$ cat src/tlu_pkg.sv
package tlu_pkg;

    // trigger modes as encoded in conf0[1:0]
    typedef enum logic [1:0]
    {
        mode_disabled         = 2'd0,
        mode_no_handshake     = 2'd1,
        mode_simple_handshake = 2'd2,
        mode_data_handshake   = 2'd3
    } tlu_mode_e;

    // handshake FSM states
    typedef enum logic [2:0]
    {
        st_idle     = 3'd0,
        st_wait_low = 3'd1,
        st_delay    = 3'd2,
        st_shift    = 3'd3,
        st_write    = 3'd4
    } tlu_state_e;

    // static configuration from the register bank
    typedef struct packed
    {
        tlu_mode_e  mode;
        logic       msb_first;
        logic       disable_veto;
        logic [3:0] data_delay;
        // 0 selects 32 clock periods
        logic [4:0] clock_cycles;
        logic       enable_reset;
        logic       invert_lemo;
        logic [7:0] low_timeout;
    } tlu_cfg_t;

    // synchronized TLU lines after connector selection
    typedef struct packed
    {
        logic trigger;
        logic reset;
        logic veto;
        logic trigger_flag;
        logic reset_flag;
        logic rj45_enabled;
    } tlu_lines_t;

    // one FIFO word per accepted trigger
    typedef struct packed
    {
        logic        valid_marker;
        logic [30:0] number;
    } tlu_word_t;

    // register map, byte addresses
    localparam logic [3:0] reg_soft_rst = 4'd0;
    localparam logic [3:0] reg_conf0    = 4'd1;
    localparam logic [3:0] reg_conf1    = 4'd2;
    localparam logic [3:0] reg_timeout  = 4'd3;
    localparam logic [3:0] reg_tlu_num0 = 4'd4;
    localparam logic [3:0] reg_set_num0 = 4'd8;
    localparam logic [3:0] reg_status   = 4'd12;

    // bits of reg_status
    localparam int status_timeout_bit = 0;
    localparam int status_rj45_bit    = 1;

endpackage

$ cat src/tlu_input_sync.sv
`timescale 1ns/1ps

module tlu_input_sync
    import tlu_pkg::*;
(
    input  logic       bus_clk,
    input  logic       rst,
    input  logic       rj45_trigger,
    input  logic       lemo_trigger,
    input  logic       rj45_reset,
    input  logic       lemo_reset,
    input  logic       ext_veto,
    input  tlu_cfg_t   cfg,
    output tlu_lines_t lines
);

    logic [4:0] pins;
    logic [4:0] sync1;
    logic [4:0] sync2;
    logic [4:0] sync3;
    logic       rj45_trg_s;
    logic       lemo_trg_s;
    logic       rj45_rst_s;
    logic       lemo_rst_s;
    logic       veto_s;
    logic       rj45_en;
    logic       trig_lvl;
    logic       rst_lvl;
    logic       trig_q;
    logic       rst_q;
    logic       trig_flag;
    logic       rst_flag;

    // lemo trigger polarity fixed before the synchronizer
    assign pins = {ext_veto, lemo_reset, rj45_reset, lemo_trigger ^ cfg.invert_lemo,
                   rj45_trigger};

    // three flop stages per pin, all five pins side by side
    always_ff @(posedge bus_clk)
    begin
        sync1 <= pins;
        sync2 <= sync1;
        sync3 <= sync2;
    end

    assign rj45_trg_s = sync3[0];
    assign lemo_trg_s = sync3[1];
    assign rj45_rst_s = sync3[2];
    assign lemo_rst_s = sync3[3];
    assign veto_s     = sync3[4];

    // unplugged rj45 reads high on trigger and reset
    // once enabled it stays until the mode goes to disabled
    always_ff @(posedge bus_clk)
    begin
        if (rst)
            rj45_en <= 1'b0;
        else if (cfg.mode == mode_disabled || (rj45_trg_s && rj45_rst_s && !rj45_en))
            rj45_en <= 1'b0;
        else
            rj45_en <= 1'b1;
    end

    // connector select
    assign trig_lvl = rj45_en ? rj45_trg_s : lemo_trg_s;
    assign rst_lvl  = rj45_en ? rj45_rst_s : lemo_rst_s;

    // registered rising edge flags, one cycle behind the levels
    always_ff @(posedge bus_clk)
    begin
        if (rst)
        begin
            trig_q    <= 1'b0;
            rst_q     <= 1'b0;
            trig_flag <= 1'b0;
            rst_flag  <= 1'b0;
        end
        else
        begin
            trig_q    <= trig_lvl;
            rst_q     <= rst_lvl;
            trig_flag <= trig_lvl && !trig_q;
            rst_flag  <= rst_lvl && !rst_q;
        end
    end

    assign lines.trigger      = trig_lvl;
    assign lines.reset        = rst_lvl;
    assign lines.veto         = veto_s;
    assign lines.trigger_flag = trig_flag;
    assign lines.reset_flag   = rst_flag;
    assign lines.rj45_enabled = rj45_en;

endmodule

$ cat src/tlu_handshake_fsm.sv
`timescale 1ns/1ps

module tlu_handshake_fsm
    import tlu_pkg::*;
#(
    parameter int DIVISOR = 12
)
(
    input  logic        bus_clk,
    input  logic        rst,
    input  tlu_cfg_t    cfg,
    input  tlu_lines_t  lines,
    input  logic        preset_load,
    input  logic [31:0] preset_value,
    input  logic        fifo_full,
    output logic        tlu_busy,
    output logic        tlu_clock,
    output logic        fifo_wr,
    output tlu_word_t   fifo_word,
    output logic        number_valid,
    output logic [31:0] tlu_number,
    output logic        timeout_err
);

    // half period of the tlu clock in bus_clk cycles
    localparam int HALF = DIVISOR / 2;
    localparam int DW   = $clog2(HALF);

    tlu_state_e    state;
    logic [7:0]    cycle_cnt;
    logic [DW-1:0] div_cnt;
    logic [4:0]    bit_cnt;
    logic [4:0]    last_bit;
    logic [31:0]   trig_count;
    logic [31:0]   count_inc;
    logic [31:0]   capture;
    logic          accept;
    logic          start;
    logic          timeout_hit;
    logic          div_end;
    logic          clk_fall;

    // veto only blocks while disable_veto is clear
    assign accept = lines.trigger_flag && (cfg.mode != mode_disabled) &&
                    (!lines.veto || cfg.disable_veto);
    assign start  = (state == st_idle) && accept;

    // low_timeout of 0 turns the check off
    assign timeout_hit = (cfg.low_timeout != 8'd0) && (cycle_cnt == cfg.low_timeout - 8'd1);

    // clock_cycles 0 wraps to 31, i.e. 32 periods
    assign last_bit = cfg.clock_cycles - 5'd1;
    assign div_end  = (div_cnt == DW'(HALF - 1));
    assign clk_fall = (state == st_shift) && div_end && tlu_clock;

    // saturating increment
    assign count_inc = (trig_count == '1) ? trig_count : trig_count + 32'd1;

    always_ff @(posedge bus_clk)
    begin
        if (rst)
        begin
            state       <= st_idle;
            cycle_cnt   <= '0;
            div_cnt     <= '0;
            bit_cnt     <= '0;
            tlu_clock   <= 1'b0;
            timeout_err <= 1'b0;
        end
        else
        begin
            timeout_err <= 1'b0;
            case (state)
                st_idle:
                begin
                    cycle_cnt <= '0;
                    div_cnt   <= '0;
                    bit_cnt   <= '0;
                    tlu_clock <= 1'b0;
                    if (accept)
                        state <= (cfg.mode == mode_no_handshake) ? st_write : st_wait_low;
                end
                // tlu drops trigger once it sees busy
                st_wait_low:
                begin
                    cycle_cnt <= cycle_cnt + 8'd1;
                    if (!lines.trigger)
                    begin
                        cycle_cnt <= '0;
                        if (cfg.mode != mode_data_handshake)
                            state <= st_write;
                        else if (cfg.data_delay == 4'd0)
                            state <= st_shift;
                        else
                            state <= st_delay;
                    end
                    else if (timeout_hit)
                    begin
                        timeout_err <= 1'b1;
                        state       <= st_idle;
                    end
                end
                st_delay:
                begin
                    cycle_cnt <= cycle_cnt + 8'd1;
                    if (cycle_cnt == {4'd0, cfg.data_delay} - 8'd1)
                        state <= st_shift;
                end
                // low half first, sample on each falling edge
                st_shift:
                begin
                    div_cnt <= div_cnt + 1'b1;
                    if (div_end)
                    begin
                        div_cnt   <= '0;
                        tlu_clock <= !tlu_clock;
                        if (tlu_clock)
                        begin
                            bit_cnt <= bit_cnt + 5'd1;
                            if (bit_cnt == last_bit)
                                state <= st_write;
                        end
                    end
                end
                // waits here while the fifo is full
                st_write:
                begin
                    if (!fifo_full)
                        state <= st_idle;
                end
                default:
                    state <= st_idle;
            endcase
        end
    end

    // internal trigger counter, tlu reset beats a preset
    always_ff @(posedge bus_clk)
    begin
        if (rst)
            trig_count <= '0;
        else if (lines.reset_flag && cfg.enable_reset)
            trig_count <= '0;
        else if (preset_load)
            trig_count <= preset_value;
        else if (start && cfg.mode == mode_no_handshake)
            trig_count <= count_inc;
    end

    // number to be written, counter based or shifted in
    always_ff @(posedge bus_clk)
    begin
        if (start)
            capture <= (cfg.mode == mode_data_handshake) ? 32'd0 : count_inc;
        else if (clk_fall)
        begin
            if (cfg.msb_first)
                capture <= {capture[30:0], lines.trigger};
            else
                capture[bit_cnt] <= lines.trigger;
        end
    end

    // busy also covers a stalled write in no-handshake mode
    assign tlu_busy = (state != st_idle) &&
                      ((cfg.mode != mode_no_handshake) || fifo_full);

    assign fifo_wr                = (state == st_write) && !fifo_full;
    assign fifo_word.valid_marker = 1'b1;
    assign fifo_word.number       = capture[30:0];
    assign number_valid           = fifo_wr && (cfg.mode == mode_data_handshake);
    assign tlu_number             = capture;

    // tlu must see busy for the whole handshake
    busy_during_handshake: assert property (@(posedge bus_clk) disable iff (rst)
        (state inside {st_wait_low, st_delay, st_shift}) |-> tlu_busy);

    // clock idles low between triggers
    clock_low_in_idle: assert property (@(posedge bus_clk) disable iff (rst)
        (state == st_idle) |-> !tlu_clock);

endmodule

$ cat src/tlu_register_file.sv
`timescale 1ns/1ps

module tlu_register_file
    import tlu_pkg::*;
(
    input  logic        bus_clk,
    input  logic        rst,
    input  logic [15:0] bus_add,
    input  logic [7:0]  bus_data_in,
    input  logic        bus_rd,
    input  logic        bus_wr,
    input  logic        number_valid,
    input  logic [31:0] tlu_number,
    input  logic        timeout_err,
    input  logic        rj45_enabled,
    output logic [7:0]  bus_data_out,
    output tlu_cfg_t    cfg,
    output logic        soft_rst,
    output logic        preset_load,
    output logic [31:0] preset_value
);

    logic [7:0]  conf0;
    logic [7:0]  conf1;
    logic [7:0]  timeout;
    logic [31:0] tlu_num;
    logic [31:0] set_num;
    logic        err_sticky;
    logic        addr_ok;
    logic [3:0]  addr;
    logic        wr_hit;

    // only the lowest 16 addresses are decoded
    assign addr_ok = (bus_add[15:4] == 12'd0);
    assign addr    = bus_add[3:0];
    assign wr_hit  = bus_wr && addr_ok;

    always_ff @(posedge bus_clk)
    begin
        if (rst)
        begin
            conf0       <= '0;
            conf1       <= '0;
            timeout     <= '0;
            set_num     <= '0;
            tlu_num     <= '0;
            err_sticky  <= 1'b0;
            soft_rst    <= 1'b0;
            preset_load <= 1'b0;
        end
        else
        begin
            // pulses one cycle after the bus write
            soft_rst    <= wr_hit && (addr == reg_soft_rst);
            preset_load <= wr_hit && (addr == reg_set_num0 + 4'd3);
            if (wr_hit)
            begin
                case (addr)
                    reg_conf0:           conf0         <= bus_data_in;
                    reg_conf1:           conf1         <= bus_data_in;
                    reg_timeout:         timeout       <= bus_data_in;
                    reg_set_num0:        set_num[7:0]   <= bus_data_in;
                    reg_set_num0 + 4'd1: set_num[15:8]  <= bus_data_in;
                    reg_set_num0 + 4'd2: set_num[23:16] <= bus_data_in;
                    reg_set_num0 + 4'd3: set_num[31:24] <= bus_data_in;
                    default:             ;
                endcase
            end
            if (number_valid)
                tlu_num <= tlu_number;
            // cleared only by reset
            if (timeout_err)
                err_sticky <= 1'b1;
        end
    end

    // registered read, holds without rd
    always_ff @(posedge bus_clk)
    begin
        if (rst)
            bus_data_out <= '0;
        else if (bus_rd)
        begin
            bus_data_out <= '0;
            if (addr_ok)
            begin
                case (addr)
                    reg_conf0:           bus_data_out <= conf0;
                    reg_conf1:           bus_data_out <= conf1;
                    reg_timeout:         bus_data_out <= timeout;
                    reg_tlu_num0:        bus_data_out <= tlu_num[7:0];
                    reg_tlu_num0 + 4'd1: bus_data_out <= tlu_num[15:8];
                    reg_tlu_num0 + 4'd2: bus_data_out <= tlu_num[23:16];
                    reg_tlu_num0 + 4'd3: bus_data_out <= tlu_num[31:24];
                    reg_set_num0:        bus_data_out <= set_num[7:0];
                    reg_set_num0 + 4'd1: bus_data_out <= set_num[15:8];
                    reg_set_num0 + 4'd2: bus_data_out <= set_num[23:16];
                    reg_set_num0 + 4'd3: bus_data_out <= set_num[31:24];
                    reg_status:
                    begin
                        bus_data_out[status_timeout_bit] <= err_sticky;
                        bus_data_out[status_rj45_bit]    <= rj45_enabled;
                    end
                    default:             ;
                endcase
            end
        end
    end

    // field map of the config bytes, conf1[7] is spare
    assign cfg.mode         = tlu_mode_e'(conf0[1:0]);
    assign cfg.msb_first    = conf0[2];
    assign cfg.disable_veto = conf0[3];
    assign cfg.data_delay   = conf0[7:4];
    assign cfg.clock_cycles = conf1[4:0];
    assign cfg.enable_reset = conf1[5];
    assign cfg.invert_lemo  = conf1[6];
    assign cfg.low_timeout  = timeout;
    assign preset_value     = set_num;

    // soft reset loops back through the block reset and clears itself
    soft_rst_single_cycle: assert property (@(posedge bus_clk) soft_rst |=> !soft_rst);

endmodule

$ cat src/tlu_event_fifo.sv
`timescale 1ns/1ps

module tlu_event_fifo
    import tlu_pkg::*;
#(
    parameter int FIFO_DEPTH = 16
)
(
    input  logic      bus_clk,
    input  logic      rst,
    input  logic      wr_en,
    input  tlu_word_t wr_word,
    input  logic      rd_en,
    output tlu_word_t rd_word,
    output logic      empty,
    output logic      full
);

    localparam int AW = $clog2(FIFO_DEPTH);

    tlu_word_t     mem [FIFO_DEPTH];
    logic [AW-1:0] wr_ptr;
    logic [AW-1:0] rd_ptr;
    // words in mem, the head register not included
    logic [AW:0]   count;
    logic          head_valid;
    logic          push;
    logic          load;

    assign push  = wr_en && !full;
    // refill head when it is free or being popped
    assign load  = (count != '0) && (!head_valid || rd_en);
    assign full  = (count == (AW + 1)'(FIFO_DEPTH));
    assign empty = !head_valid;

    always_ff @(posedge bus_clk)
    begin
        if (push)
            mem[wr_ptr] <= wr_word;
        if (load)
            rd_word <= mem[rd_ptr];
    end

    // pointers wrap on their own, depth is a power of two
    always_ff @(posedge bus_clk)
    begin
        if (rst)
        begin
            wr_ptr     <= '0;
            rd_ptr     <= '0;
            count      <= '0;
            head_valid <= 1'b0;
        end
        else
        begin
            if (push)
                wr_ptr <= wr_ptr + 1'b1;
            if (load)
            begin
                rd_ptr     <= rd_ptr + 1'b1;
                head_valid <= 1'b1;
            end
            else if (rd_en)
                head_valid <= 1'b0;
            case ({push, load})
                2'b10:   count <= count + 1'b1;
                2'b01:   count <= count - 1'b1;
                default: ;
            endcase
        end
    end

    // the FSM holds its word in st_write while full
    no_write_when_full: assert property (@(posedge bus_clk) disable iff (rst)
        full |-> !wr_en);

endmodule

$ cat src/tlu_controller_top.sv
`timescale 1ns/1ps

module tlu_controller_top
    import tlu_pkg::*;
#(
    parameter int DIVISOR    = 12,
    parameter int FIFO_DEPTH = 16
)
(
    input  logic        bus_clk,
    input  logic        rst,
    input  logic [15:0] bus_add,
    input  logic [7:0]  bus_data_in,
    input  logic        bus_rd,
    input  logic        bus_wr,
    output logic [7:0]  bus_data_out,
    input  logic        fifo_read,
    output logic        fifo_empty,
    output logic [31:0] fifo_data,
    input  logic        rj45_trigger,
    input  logic        lemo_trigger,
    input  logic        rj45_reset,
    input  logic        lemo_reset,
    input  logic        ext_veto,
    output logic        rj45_enabled,
    output logic        tlu_busy,
    output logic        tlu_clock
);

    tlu_cfg_t    cfg;
    tlu_lines_t  lines;
    tlu_word_t   wr_word;
    tlu_word_t   head_word;
    logic        soft_rst;
    logic        blk_rst;
    logic        preset_load;
    logic [31:0] preset_value;
    logic        fifo_wr;
    logic        fifo_full;
    logic        number_valid;
    logic [31:0] tlu_number;
    logic        timeout_err;

    // bus reset or a write to address 0
    assign blk_rst = rst | soft_rst;

    tlu_register_file tlu_register_file_i (
        .bus_clk      (bus_clk),
        .rst          (blk_rst),
        .bus_add      (bus_add),
        .bus_data_in  (bus_data_in),
        .bus_rd       (bus_rd),
        .bus_wr       (bus_wr),
        .number_valid (number_valid),
        .tlu_number   (tlu_number),
        .timeout_err  (timeout_err),
        .rj45_enabled (lines.rj45_enabled),
        .bus_data_out (bus_data_out),
        .cfg          (cfg),
        .soft_rst     (soft_rst),
        .preset_load  (preset_load),
        .preset_value (preset_value)
    );

    tlu_input_sync tlu_input_sync_i (
        .bus_clk      (bus_clk),
        .rst          (blk_rst),
        .rj45_trigger (rj45_trigger),
        .lemo_trigger (lemo_trigger),
        .rj45_reset   (rj45_reset),
        .lemo_reset   (lemo_reset),
        .ext_veto     (ext_veto),
        .cfg          (cfg),
        .lines        (lines)
    );

    tlu_handshake_fsm #(
        .DIVISOR (DIVISOR)
    ) tlu_handshake_fsm_i (
        .bus_clk      (bus_clk),
        .rst          (blk_rst),
        .cfg          (cfg),
        .lines        (lines),
        .preset_load  (preset_load),
        .preset_value (preset_value),
        .fifo_full    (fifo_full),
        .tlu_busy     (tlu_busy),
        .tlu_clock    (tlu_clock),
        .fifo_wr      (fifo_wr),
        .fifo_word    (wr_word),
        .number_valid (number_valid),
        .tlu_number   (tlu_number),
        .timeout_err  (timeout_err)
    );

    tlu_event_fifo #(
        .FIFO_DEPTH (FIFO_DEPTH)
    ) tlu_event_fifo_i (
        .bus_clk (bus_clk),
        .rst     (blk_rst),
        .wr_en   (fifo_wr),
        .wr_word (wr_word),
        .rd_en   (fifo_read),
        .rd_word (head_word),
        .empty   (fifo_empty),
        .full    (fifo_full)
    );

    assign fifo_data    = head_word;
    assign rj45_enabled = lines.rj45_enabled;

endmodule

$ cat config.mk
export PLATFORM = sky130hd
export DESIGN_NAME = tlu_controller_top
export DESIGN_NICKNAME = d
export VERILOG_FILES = /design/src/tlu_pkg.sv /design/src/tlu_input_sync.sv /design/src/tlu_handshake_fsm.sv /design/src/tlu_register_file.sv /design/src/tlu_event_fifo.sv /design/src/tlu_controller_top.sv
export SDC_FILE = /design/constraint.sdc
export NUM_CORES = 1
export LEC_CHECK = 0
export BUFFER_PORTS_ARGS = -buffer_cell sky130_fd_sc_hd__buf_2
export CELL_PAD_IN_SITES_DETAIL_PLACEMENT = 1
export CELL_PAD_IN_SITES_GLOBAL_PLACEMENT = 2
export CORE_ASPECT_RATIO = 0.9
export CORE_MARGIN = 1
export CORE_UTILIZATION = 41
export DETAILED_ROUTE_END_ITERATION = 10
export GPL_ROUTABILITY_DRIVEN = 0
export MAX_ROUTING_LAYER = met4
export PLACE_DENSITY_LB_ADDON = 0.1
export SYNTH_ARGS = -nofsm -noshare
export SYNTH_HDL_FRONTEND = slang
export SYNTH_HIERARCHICAL = 1
export SYNTH_SLANG_ARGS = --single-unit
$ cat constraint.sdc
create_clock -name bus_clk -period 4.49 [get_ports bus_clk]
set_input_delay 0.449 -clock bus_clk [delete_from_list [all_inputs] [get_ports bus_clk]]
set_output_delay 0.449 -clock bus_clk [all_outputs]
set_load 0.03 [all_outputs]
# Word level (Yosys, flattened, before mapping)
# Memory sizes are Yosys's and may differ from the RTL's. A register that Yosys moved wholly into a read port is not among the register bits.
# Index checks and enable logic that the tools add are counted.
# word_totals
regBits,219
ram_bits,496
in_bits,34
word_cells,188
memories,1
# classes
n_addsub,11
n_lt_le_gt_ge,2
n_eq_ne,35
n_mux,43
bitwise_logic,4
n_reduce_logical,59
# mem_list
memory,words,width,read_ports,rd_clocked_by_memory_dff,write_ports,line,rtl
tlu_event_fifo_i.mem,16,31,1,1,1,tlu_event_fifo.sv:21,tlu_word_t mem [FIFO_DEPTH];
# op_table
op,count
$mux 32,7
$pmux 6 s11,1
$mux 3,11
$add 32x1->32 const B,1
$bwmux 32,1
$eq 32x32->1 const B,1
$pmux 2 s12,1
$pmux 8 s3,1
$logic_and 1x1->1,21
$eq 4x4->1 const B,5
$pmux 5 s2,2
$eq 4x3->1 const B,4
$eq 8x8->1,2
$mux 8,2
$reduce_and 2->1,8
$pmux 3 s5,1
$logic_not 12->1,1
$reduce_bool 2->1,6
$mux 1,11
$add 5x1->5 const B,2
$mux 5,2
$ne 2x1->1 const B,5
$sub 5x1->5 const B,2
$add 4x1->4 const B,2
35 further kinds,54

# Logic depth before layout (Yosys ltp)
# Gate-level depths: netlist (run 1).
# depth
ltp_word,8
ltp_mapped,16
ltp_nobuf,14

# By module
# The synthesis (run 1) kept the hierarchy.
# modules_own_cells
mod,n_inst,cells_each,area_per_inst_um2,seq_area_each_um2
tlu_event_fifo,1,1067,21393.0,16615.9
tlu_handshake_fsm,1,759,6144.6,2021.9
tlu_register_file,1,468,4628.2,1981.9
tlu_input_sync,1,38,515.5,400.4
tlu_controller_top,1,1,6.3,0.0

# Worst setup path before layout (run 1)
# OpenSTA, ideal clock, no wires.
# synth_path
kind,reg-to-reg
startpoint,register tlu_event_fifo_i.count[0]
endpoint,memory tlu_event_fifo_i/mem[0][0] in the netlist's numbering (enable)
setup_time_ns,0.461
arrival_ns,4.001
path_slack_ns,0.028
stages_incl_launch_ff,10
n_path_buf,1
synth_period_minus_slack_ns,4.462
cell_sequence,dfxtp_1 or4_4 buf_6 nor2_1 inv_1 nand2_1 nor3_1 a21boi_1 nand2_1 nor3_1
# synth_between
elab_chain_cells,6
# synth_lines
element,line,rtl
start: declaration,tlu_event_fifo.sv:25,logic [AW:0] count;
start signal: assignment,tlu_event_fifo.sv:66,2'b10: count <= count + 1'b1;
start signal: assignment,tlu_event_fifo.sv:67,2'b01: count <= count - 1'b1;
$eq 5x5->1,tlu_event_fifo.sv:33,assign full = (count == (AW + 1)'(FIFO_DEPTH));
named net fifo_full,tlu_controller_top.sv:39,logic fifo_full;
$logic_not 1->1,--,
$logic_and 1x1->1,tlu_handshake_fsm.sv:168,assign fifo_wr = (state == st_write) && !fifo_full;
named net fifo_wr,tlu_controller_top.sv:38,logic fifo_wr;
$logic_and 1x1->1,tlu_event_fifo.sv:30,assign push = wr_en && !full;
$mux 1,tlu_event_fifo.sv:38,if (push)
$mux 1 (not written as such),tlu_event_fifo.sv:39,mem[wr_ptr] <= wr_word;
end: declaration,tlu_event_fifo.sv:21,
# The timed path passes the listed nets, and every way through them passes these cells.

# Worst setup path after layout (run 1)
# layout_path
startpoint,register tlu_event_fifo_i.count[2]
endpoint,register tlu_event_fifo_i.count[4]
# layout_between
elab_chain_cells,6
elab_cells_between_ends,12
classes_between,2 x add/sub; 3 x eq/ne; 1 x mux; 6 x reduce/logical
# layout_lines
element,line,rtl
$eq 5x5->1 (*),tlu_event_fifo.sv:33,
named net fifo_full,tlu_controller_top.sv:39,
$logic_not 1->1 (*),--,
$logic_and 1x1->1 (*),tlu_handshake_fsm.sv:168,
named net fifo_wr,tlu_controller_top.sv:38,
$logic_and 1x1->1 (*),tlu_event_fifo.sv:30,
$eq 2x1->1 / $eq 2x2->1 (equally long branches),tlu_event_fifo.sv:65,"case ({push, load})"
$pmux 5 s2 / $reduce_bool 2->1 (equally long branches),--,
# Mark *: on every way through the listed nets, which the timed path passes. The rest lies on a longest branch.
# A chain may end at the register's enable or synchronous reset.

==> metrics.yaml, run 1 <==
power:
  switching_power_mw: 4.26
  ir_drop_mv: 0.263
  leakage_nw: 12.1
  p_int_mw: 12.5
  cellPowerDensity_mw_per_mm2: 455
  power_frac_comb: 0.124
  pwr-share-clk: 0.403
  power_frac_seq: 0.473
  power_mw: 16.7
  p_sw_frac: 0.255
hold_path:
  hp-class: "input port to register"
  whs_endpoint: "tlu_register_file_i/timeout[7]$_SDFFE_PP0P_"
  holdPathStages: 3
  worstHoldStart: "bus_data_in[7]"
synthesis:
  netlist_instances: 2331
  avgSynthCellArea_um2: 14.0
  synthesis.area_mm2: 0.0327
  syn_nets: 2386
  ys_warn_count: 6
floorplan:
  die_w_um: 300
  ioPinCount: 78
  die-area_mm2: 0.0808
  core_area_mm2: 0.0784
  rows: 97
  die_h_um: 270
  start_util: 0.417
cts:
  ctsLongestPathBuffers: 3
  cts_root_buf: "clkbuf_16"
  numCtsBuffers: 84
  clk_pin_slew_ns: 0.06
  cts_tree: "built"
  clkLatencyLatePin_ns: 0.64
  htree_levels: 3
  numClockSinks: 762
grt:
  grt_antenna_before_repair: 2
  grt_first_pass_wirelength_um: 136000
  grt_pass1_vias: 20700
  grt-ovfl-total: 0
  grt_max_degree: 94
  grtUsageTotal: 0.233
drt:
  routedWlPerCell_um: 26.3
  vias: 19600
  drt_iter0_markers: 1409
  postRouteAntennaNets: 0
  drcViolationCount: 0
  drt_pass1_iterations: 5
  via_per_inst: 5.68
  drt-total-wl_um: 91100
worst_setup_path:
  required_ns: 5.00
  ff2ff_path_depth: 15
  reg2reg_from: "tlu_event_fifo_i/count[2]$_SDFFE_PP0P_"
  critPathArrivalTime_ns: 4.51
  critical_path_class: "register to register"
  critPathMaxFanout: 11
  cp-start-kind: "register"
  timing.rr.end: "tlu_event_fifo_i/count[4]$_SDFFE_PP0P_"
  ff2ff_setup_slack_ns: 0.49
  cp-end-kind: "register"
final_layout:
  register_area_mm2: 0.0210
  multi_input_area_mm2: 0.0106
  area_growth_pct: 12.5
  drive_gt1_frac: 0.156
  final_nets: 2413
  fillers: 7797
timing:
  hold_violations: 0
  max_slew.worst_pin.slew_ns: 1.06
  fin_skew_ns: 0.0245
  slew_headroom: 0.291
  setup_viol: 0
  fmax_mhz: 250
  finalMaxSlewViolations: 0
  rsz0062_at_grt: "no"
  fin_setup_tns_ns: 0
  timing.final.crit_share: 0.891
  period_minus_slack_ns: 4.00
place:
  placement.io_buffers: 77
  hpwl_um: 58300
status:
  status: "completed"
flow_run:
  maxCapViolCount: 0
-- power groups by stage --
stage / registers (mW) / logic [mW] / clock network (mW)
6_report: 7.91 / 2.07 / 6.73
4_1_cts: 7.91 / 2.11 / 6.90
5_1_grt: 7.94 / 2.22 / 7.14
3_5_place_dp: 8.06 / 2.10 / 0
2_1_floorplan: 8.13 / 1.48 / 0
3_3_place_gp: 8.06 / 2.07 / 0
-- cells in the final DEF (no fill, tap or decap), drive strengths merged, types with 6 or more instances in the layout --
master	n
nor4	13
a221oi	72
inv	36
a31oi	8
bufinv	7
buf	133
ha	21
a222oi	6
nand2	111
a22oi	73
xor2	38
edfxtp	576
nand4	30
nor3	44
o21ai	77
and3	13
and2	8
nor2b	8
dfxtp	186
nor2	147
mux4	64
o211ai	6
nand2b	50
xnor2	58
mux2i	239
clkbuf	106
nand3	29
clkinv	30
a21oi	84
and4	6
nor3b	6
nand3b	8
o22ai	36
-- through the flow --
| stage | util | hold WS [ns] | instances | instance area (um^2) | setup slack [ns] |
|---|---|---|---|---|---|
| after floorplan | - | 0.310 | 2331 | 32700 | 0.0282 |
| final | 0.469 | 0.107 | 3460 | 36800 | 0.488 |
| after detailed placement | 0.434 | 0.316 | 3306 | 34000 | 0.505 |
| after global routing | 0.469 | 0.123 | 3459 | 36700 | 0.163 |
| after CTS | 0.469 | 0.0789 | 3459 | 36700 | 0.479 |
| after global placement | 0.434 | 0.310 | 3306 | 34000 | 0.809 |
-- worst max-delay path by stage --
stage,startpoint,endpoint,slack (ns),cells past startpoint
after floorplan,tlu_event_fifo_i/count[0]$_SDFFE_PP0P_,tlu_event_fifo_i/mem[0][0]$_DFFE_PP_,0.03,9
after global placement,tlu_event_fifo_i/count[1]$_SDFFE_PP0P_,tlu_event_fifo_i/count[4]$_SDFFE_PP0P_,0.81,15
after global routing,tlu_event_fifo_i/count[2]$_SDFFE_PP0P_,tlu_event_fifo_i/count[4]$_SDFFE_PP0P_,0.16,15
after detailed placement,tlu_event_fifo_i/count[2]$_SDFFE_PP0P_,tlu_event_fifo_i/count[4]$_SDFFE_PP0P_,0.51,15
final,tlu_event_fifo_i/count[2]$_SDFFE_PP0P_,tlu_event_fifo_i/count[4]$_SDFFE_PP0P_,0.49,15
after CTS,tlu_event_fifo_i/count[2]$_SDFFE_PP0P_,tlu_event_fifo_i/count[4]$_SDFFE_PP0P_,0.48,15
-- sequential cells by signal, indices dropped and copies added, names as in the netlist, 3 cells and up --
name and flops:
tlu_event_fifo_i/count 5, tlu_event_fifo_i/mem 512, tlu_event_fifo_i/rd_ptr 4, tlu_event_fifo_i/rd_word 32, tlu_event_fifo_i/wr_ptr 4, tlu_handshake_fsm_i/bit_cnt 5
tlu_handshake_fsm_i/cycle_cnt 8, tlu_handshake_fsm_i/div_cnt 3, tlu_handshake_fsm_i/state 3, tlu_handshake_fsm_i/tlu_number 32, tlu_handshake_fsm_i/trig_count 32, tlu_input_sync_i/sync1 5
tlu_input_sync_i/sync2 5, tlu_input_sync_i/sync3 5, tlu_register_file_i/bus_data_out 8, tlu_register_file_i/conf0 8, tlu_register_file_i/conf1 8, tlu_register_file_i/preset_value 32
tlu_register_file_i/timeout 8, tlu_register_file_i/tlu_num 32
-- cell type report --
class,instances,share of cell area
flip-flops and latches,762,0.572
multi-input cells,1337,0.289
clock buffers,106,0.0603
well taps,1039,0.0354
repair buffers,138,0.0267
clock inverters,42,0.0128
inverters,35,0.00357
diodes,1,0.0000681
-- repair_timing --
action | 4_1_cts | 5_1_grt
gates resized for setup | 0 | 0
hold buffers | 5 | 0
hold endpoints to repair | 5 | 0
setup buffers | 0 | 0
-- worst max-delay path, stage by stage (launching register included) --
cell	delay, ns
dfxtp_1	0.51
or4_4	0.26
nor2_1	0.06
inv_1	0.08
nand2_1	0.10
nor3_1	0.60
a21boi_1	0.26
buf_4	0.18
inv_1	0.07
ha_1	0.28
xor2_1	0.18
ha_1	0.26
or4bb_1	0.49
a21oi_1	0.16
o21ai_0	0.12
mux2_2	0.27
-- layer usage --
layer	track usage	up-vias	wire length (um)
met5	-	-	0
met4	0.0654	0	2360
met3	0.0278	134	3110
met2	0.396	373	46200
met1	0.294	10200	39400
li1	-	8982	-
Note: power is estimated with default switching activity, not from simulation.
==> inputs of run 2 (changes only) <==
- CELL_PAD_IN_SITES_DETAIL_PLACEMENT: 1 -> 0
- CELL_PAD_IN_SITES_GLOBAL_PLACEMENT: 2 -> 1
- CORE_UTILIZATION: 41 -> 48
==> metrics.yaml, run 2 (synthesis gave the netlist of run 1 again) <==
final_layout:
  layout_common_cells: "576 x edfxtp_1, 239 x mux2i_1, 184 x dfxtp_1, 134 x nor2_1, 111 x nand2_1"
  fillers: 5535
  diodes: 0
  fin_area_mm2: 0.0364
  fin_cells: 3282
  layout_commonest_cell: "edfxtp_1"
  area_growth_pct: 11.4
  largest_register: "tlu_event_fifo_i/mem"
  final_nets: 2399
  drive_gt1_frac: 0.150
  largest_reg_flops: 512
drt:
  vias: 19800
  drt_pass1_iterations: 7
  routedWlPerCell_um: 25.5
  postRouteAntennaNets: 0
  drcViolationCount: 0
  drt_iter0_markers: 1882
  drt-total-wl_um: 83600
  via_per_inst: 6.02
timing:
  max_slew.worst_pin.slew_ns: 1.21
  fmax_mhz: 267
  finalMaxSlewViolations: 0
  slew_headroom: 0.190
  hold_violations: 0
  period_minus_slack_ns: 3.75
  fin_skew_ns: 0.0302
  fin_ws_ns: 0.740
  setup_viol: 0
  timing.final.crit_share: 0.835
  fin_setup_tns_ns: 0
  rsz0062_at_grt: "no"
grt:
  grt_pass1_vias: 19300
  grt_antenna_before_repair: 0
  grt_first_pass_wirelength_um: 125000
  grt_max_degree: 99
  grtUsageTotal: 0.249
  grt-ovfl-total: 0
power:
  cellPowerDensity_mw_per_mm2: 460
  leakage_nw: 12.0
  ir_drop_mv: 0.256
floorplan:
  die-area_mm2: 0.0691
  rows: 90
  ioPinCount: 78
  core_area_mm2: 0.0672
  die_h_um: 250
  start_util: 0.486
  die_w_um: 277
cts:
  cts_tree: "built"
  post-cts-setup-buffers: 0
  numCtsBuffers: 81
  clk_pin_slew_ns: 0.06
  cts_root_buf: "clkbuf_16"
  clkLatencyLatePin_ns: 0.64
  htree_levels: 3
  numClockSinks: 762
  ctsLongestPathBuffers: 3
worst_setup_path:
  critical_path_class: "register to register"
  critPathArrivalTime_ns: 4.27
  ff2ff_path_depth: 15
  worstPathCellList: "or4_4 -> nor2_1 -> inv_1 -> nand2_1 -> nor3_1 -> a21boi_1 -> buf_4 -> inv_1 -> ha_1 -> xor2_1 -> ha_1 -> or4bb_1 -> a21oi_1 -> o21ai_0 -> mux2_2"
  required_ns: 5.01
  cp-end-kind: "register"
  reg2reg_from: "tlu_event_fifo_i/count[2]$_SDFFE_PP0P_"
  ff2ff_setup_slack_ns: 0.74
  critPathMaxFanout: 11
  cp_slowest_cell: "dfxtp_1"
  slowest_delay_ns: 0.51
  crit_start: "tlu_event_fifo_i/count[2]$_SDFFE_PP0P_"
  timing.rr.end: "tlu_event_fifo_i/count[4]$_SDFFE_PP0P_"
  cp-start-kind: "register"
hold_path:
  worstHoldStart: "bus_data_in[7]"
  whs_endpoint: "tlu_register_file_i/conf0[7]$_SDFFE_PP0P_"
  hp-class: "input port to register"
  holdPathStages: 3
status:
  status: "completed"
place:
  dp.cells: 3130
  placed_area_mm2: 0.0337
  hpwl_um: 52800
  dp_worst_setup_slack_ns: 0.764
  placement.io_buffers: 77
flow_run:
  maxCapViolCount: 0
## run 2: how the worst max path moves through the flow
stage	to	cells after the start
2_1_floorplan	tlu_event_fifo_i/mem[0][0]$_DFFE_PP_	9
5_1_grt	tlu_event_fifo_i/count[4]$_SDFFE_PP0P_	15
6_report	tlu_event_fifo_i/count[4]$_SDFFE_PP0P_	15
3_5_place_dp	tlu_event_fifo_i/count[4]$_SDFFE_PP0P_	15
3_3_place_gp	tlu_event_fifo_i/count[4]$_SDFFE_PP0P_	15
4_1_cts	tlu_event_fifo_i/count[4]$_SDFFE_PP0P_	15
## run 2: final cells by class
type	count	area, um^2	share of cell area
repair buffers	127	861	0.0236
flip-flops and latches	762	21000	0.577
inverters	35	131	0.00361
clock inverters	50	596	0.0164
well taps	874	1090	0.0300
multi-input cells	1337	10600	0.292
clock buffers	97	2090	0.0573
## run 2: stage by stage
step	hold WS (ns)	util	power [mW]
2_1_floorplan	0.310	-	9.62
3_3_place_gp	0.314	0.501	10.1
3_5_place_dp	0.312	0.501	10.2
4_1_cts	0.0805	0.542	16.9
5_1_grt	0.103	0.542	17.3
6_report	0.115	0.542	16.7
## run 2: routing by layer
| layer | up-vias | global-route usage | share of wire |
|---|---|---|---|
| li1 | 8953 | - | - |
| met1 | 10100 | 0.338 | 0.44 |
| met2 | 596 | 0.394 | 0.48 |
| met3 | 139 | 0.0351 | 0.053 |
| met4 | 0 | 0.0659 | 0.023 |
| met5 | - | - | 0 |
## run 2: critical path, delay by kind of cell, from the launching register on
kind	cells	cell delay, ns
and+or+nand+nor	5	1.33
adders and majority gates	2	0.53
DFF	1	0.51
AOI/OAI and AO/OA	3	0.50
buffers and inverters	3	0.31
muxes	1	0.28
xor gates and xnor gates	1	0.19
## run 2: power breakdown
| group | leakage [nW] | internal, mW | switching (mW) |
|---|---|---|---|
| Sequential | 6.84 | 7.71 | 0.197 |
| Clock | 1.30 | 3.94 | 2.83 |
| Combinational | 3.88 | 0.823 | 1.25 |
| Total | 12.0 | 12.5 | 4.28 |
## run 2: what timing repair did
action | 4_1_cts | 5_1_grt
hold buffers | 5 | 0
gates resized for setup | 0 | 0
endpoints found under the hold margin | 5 | 0
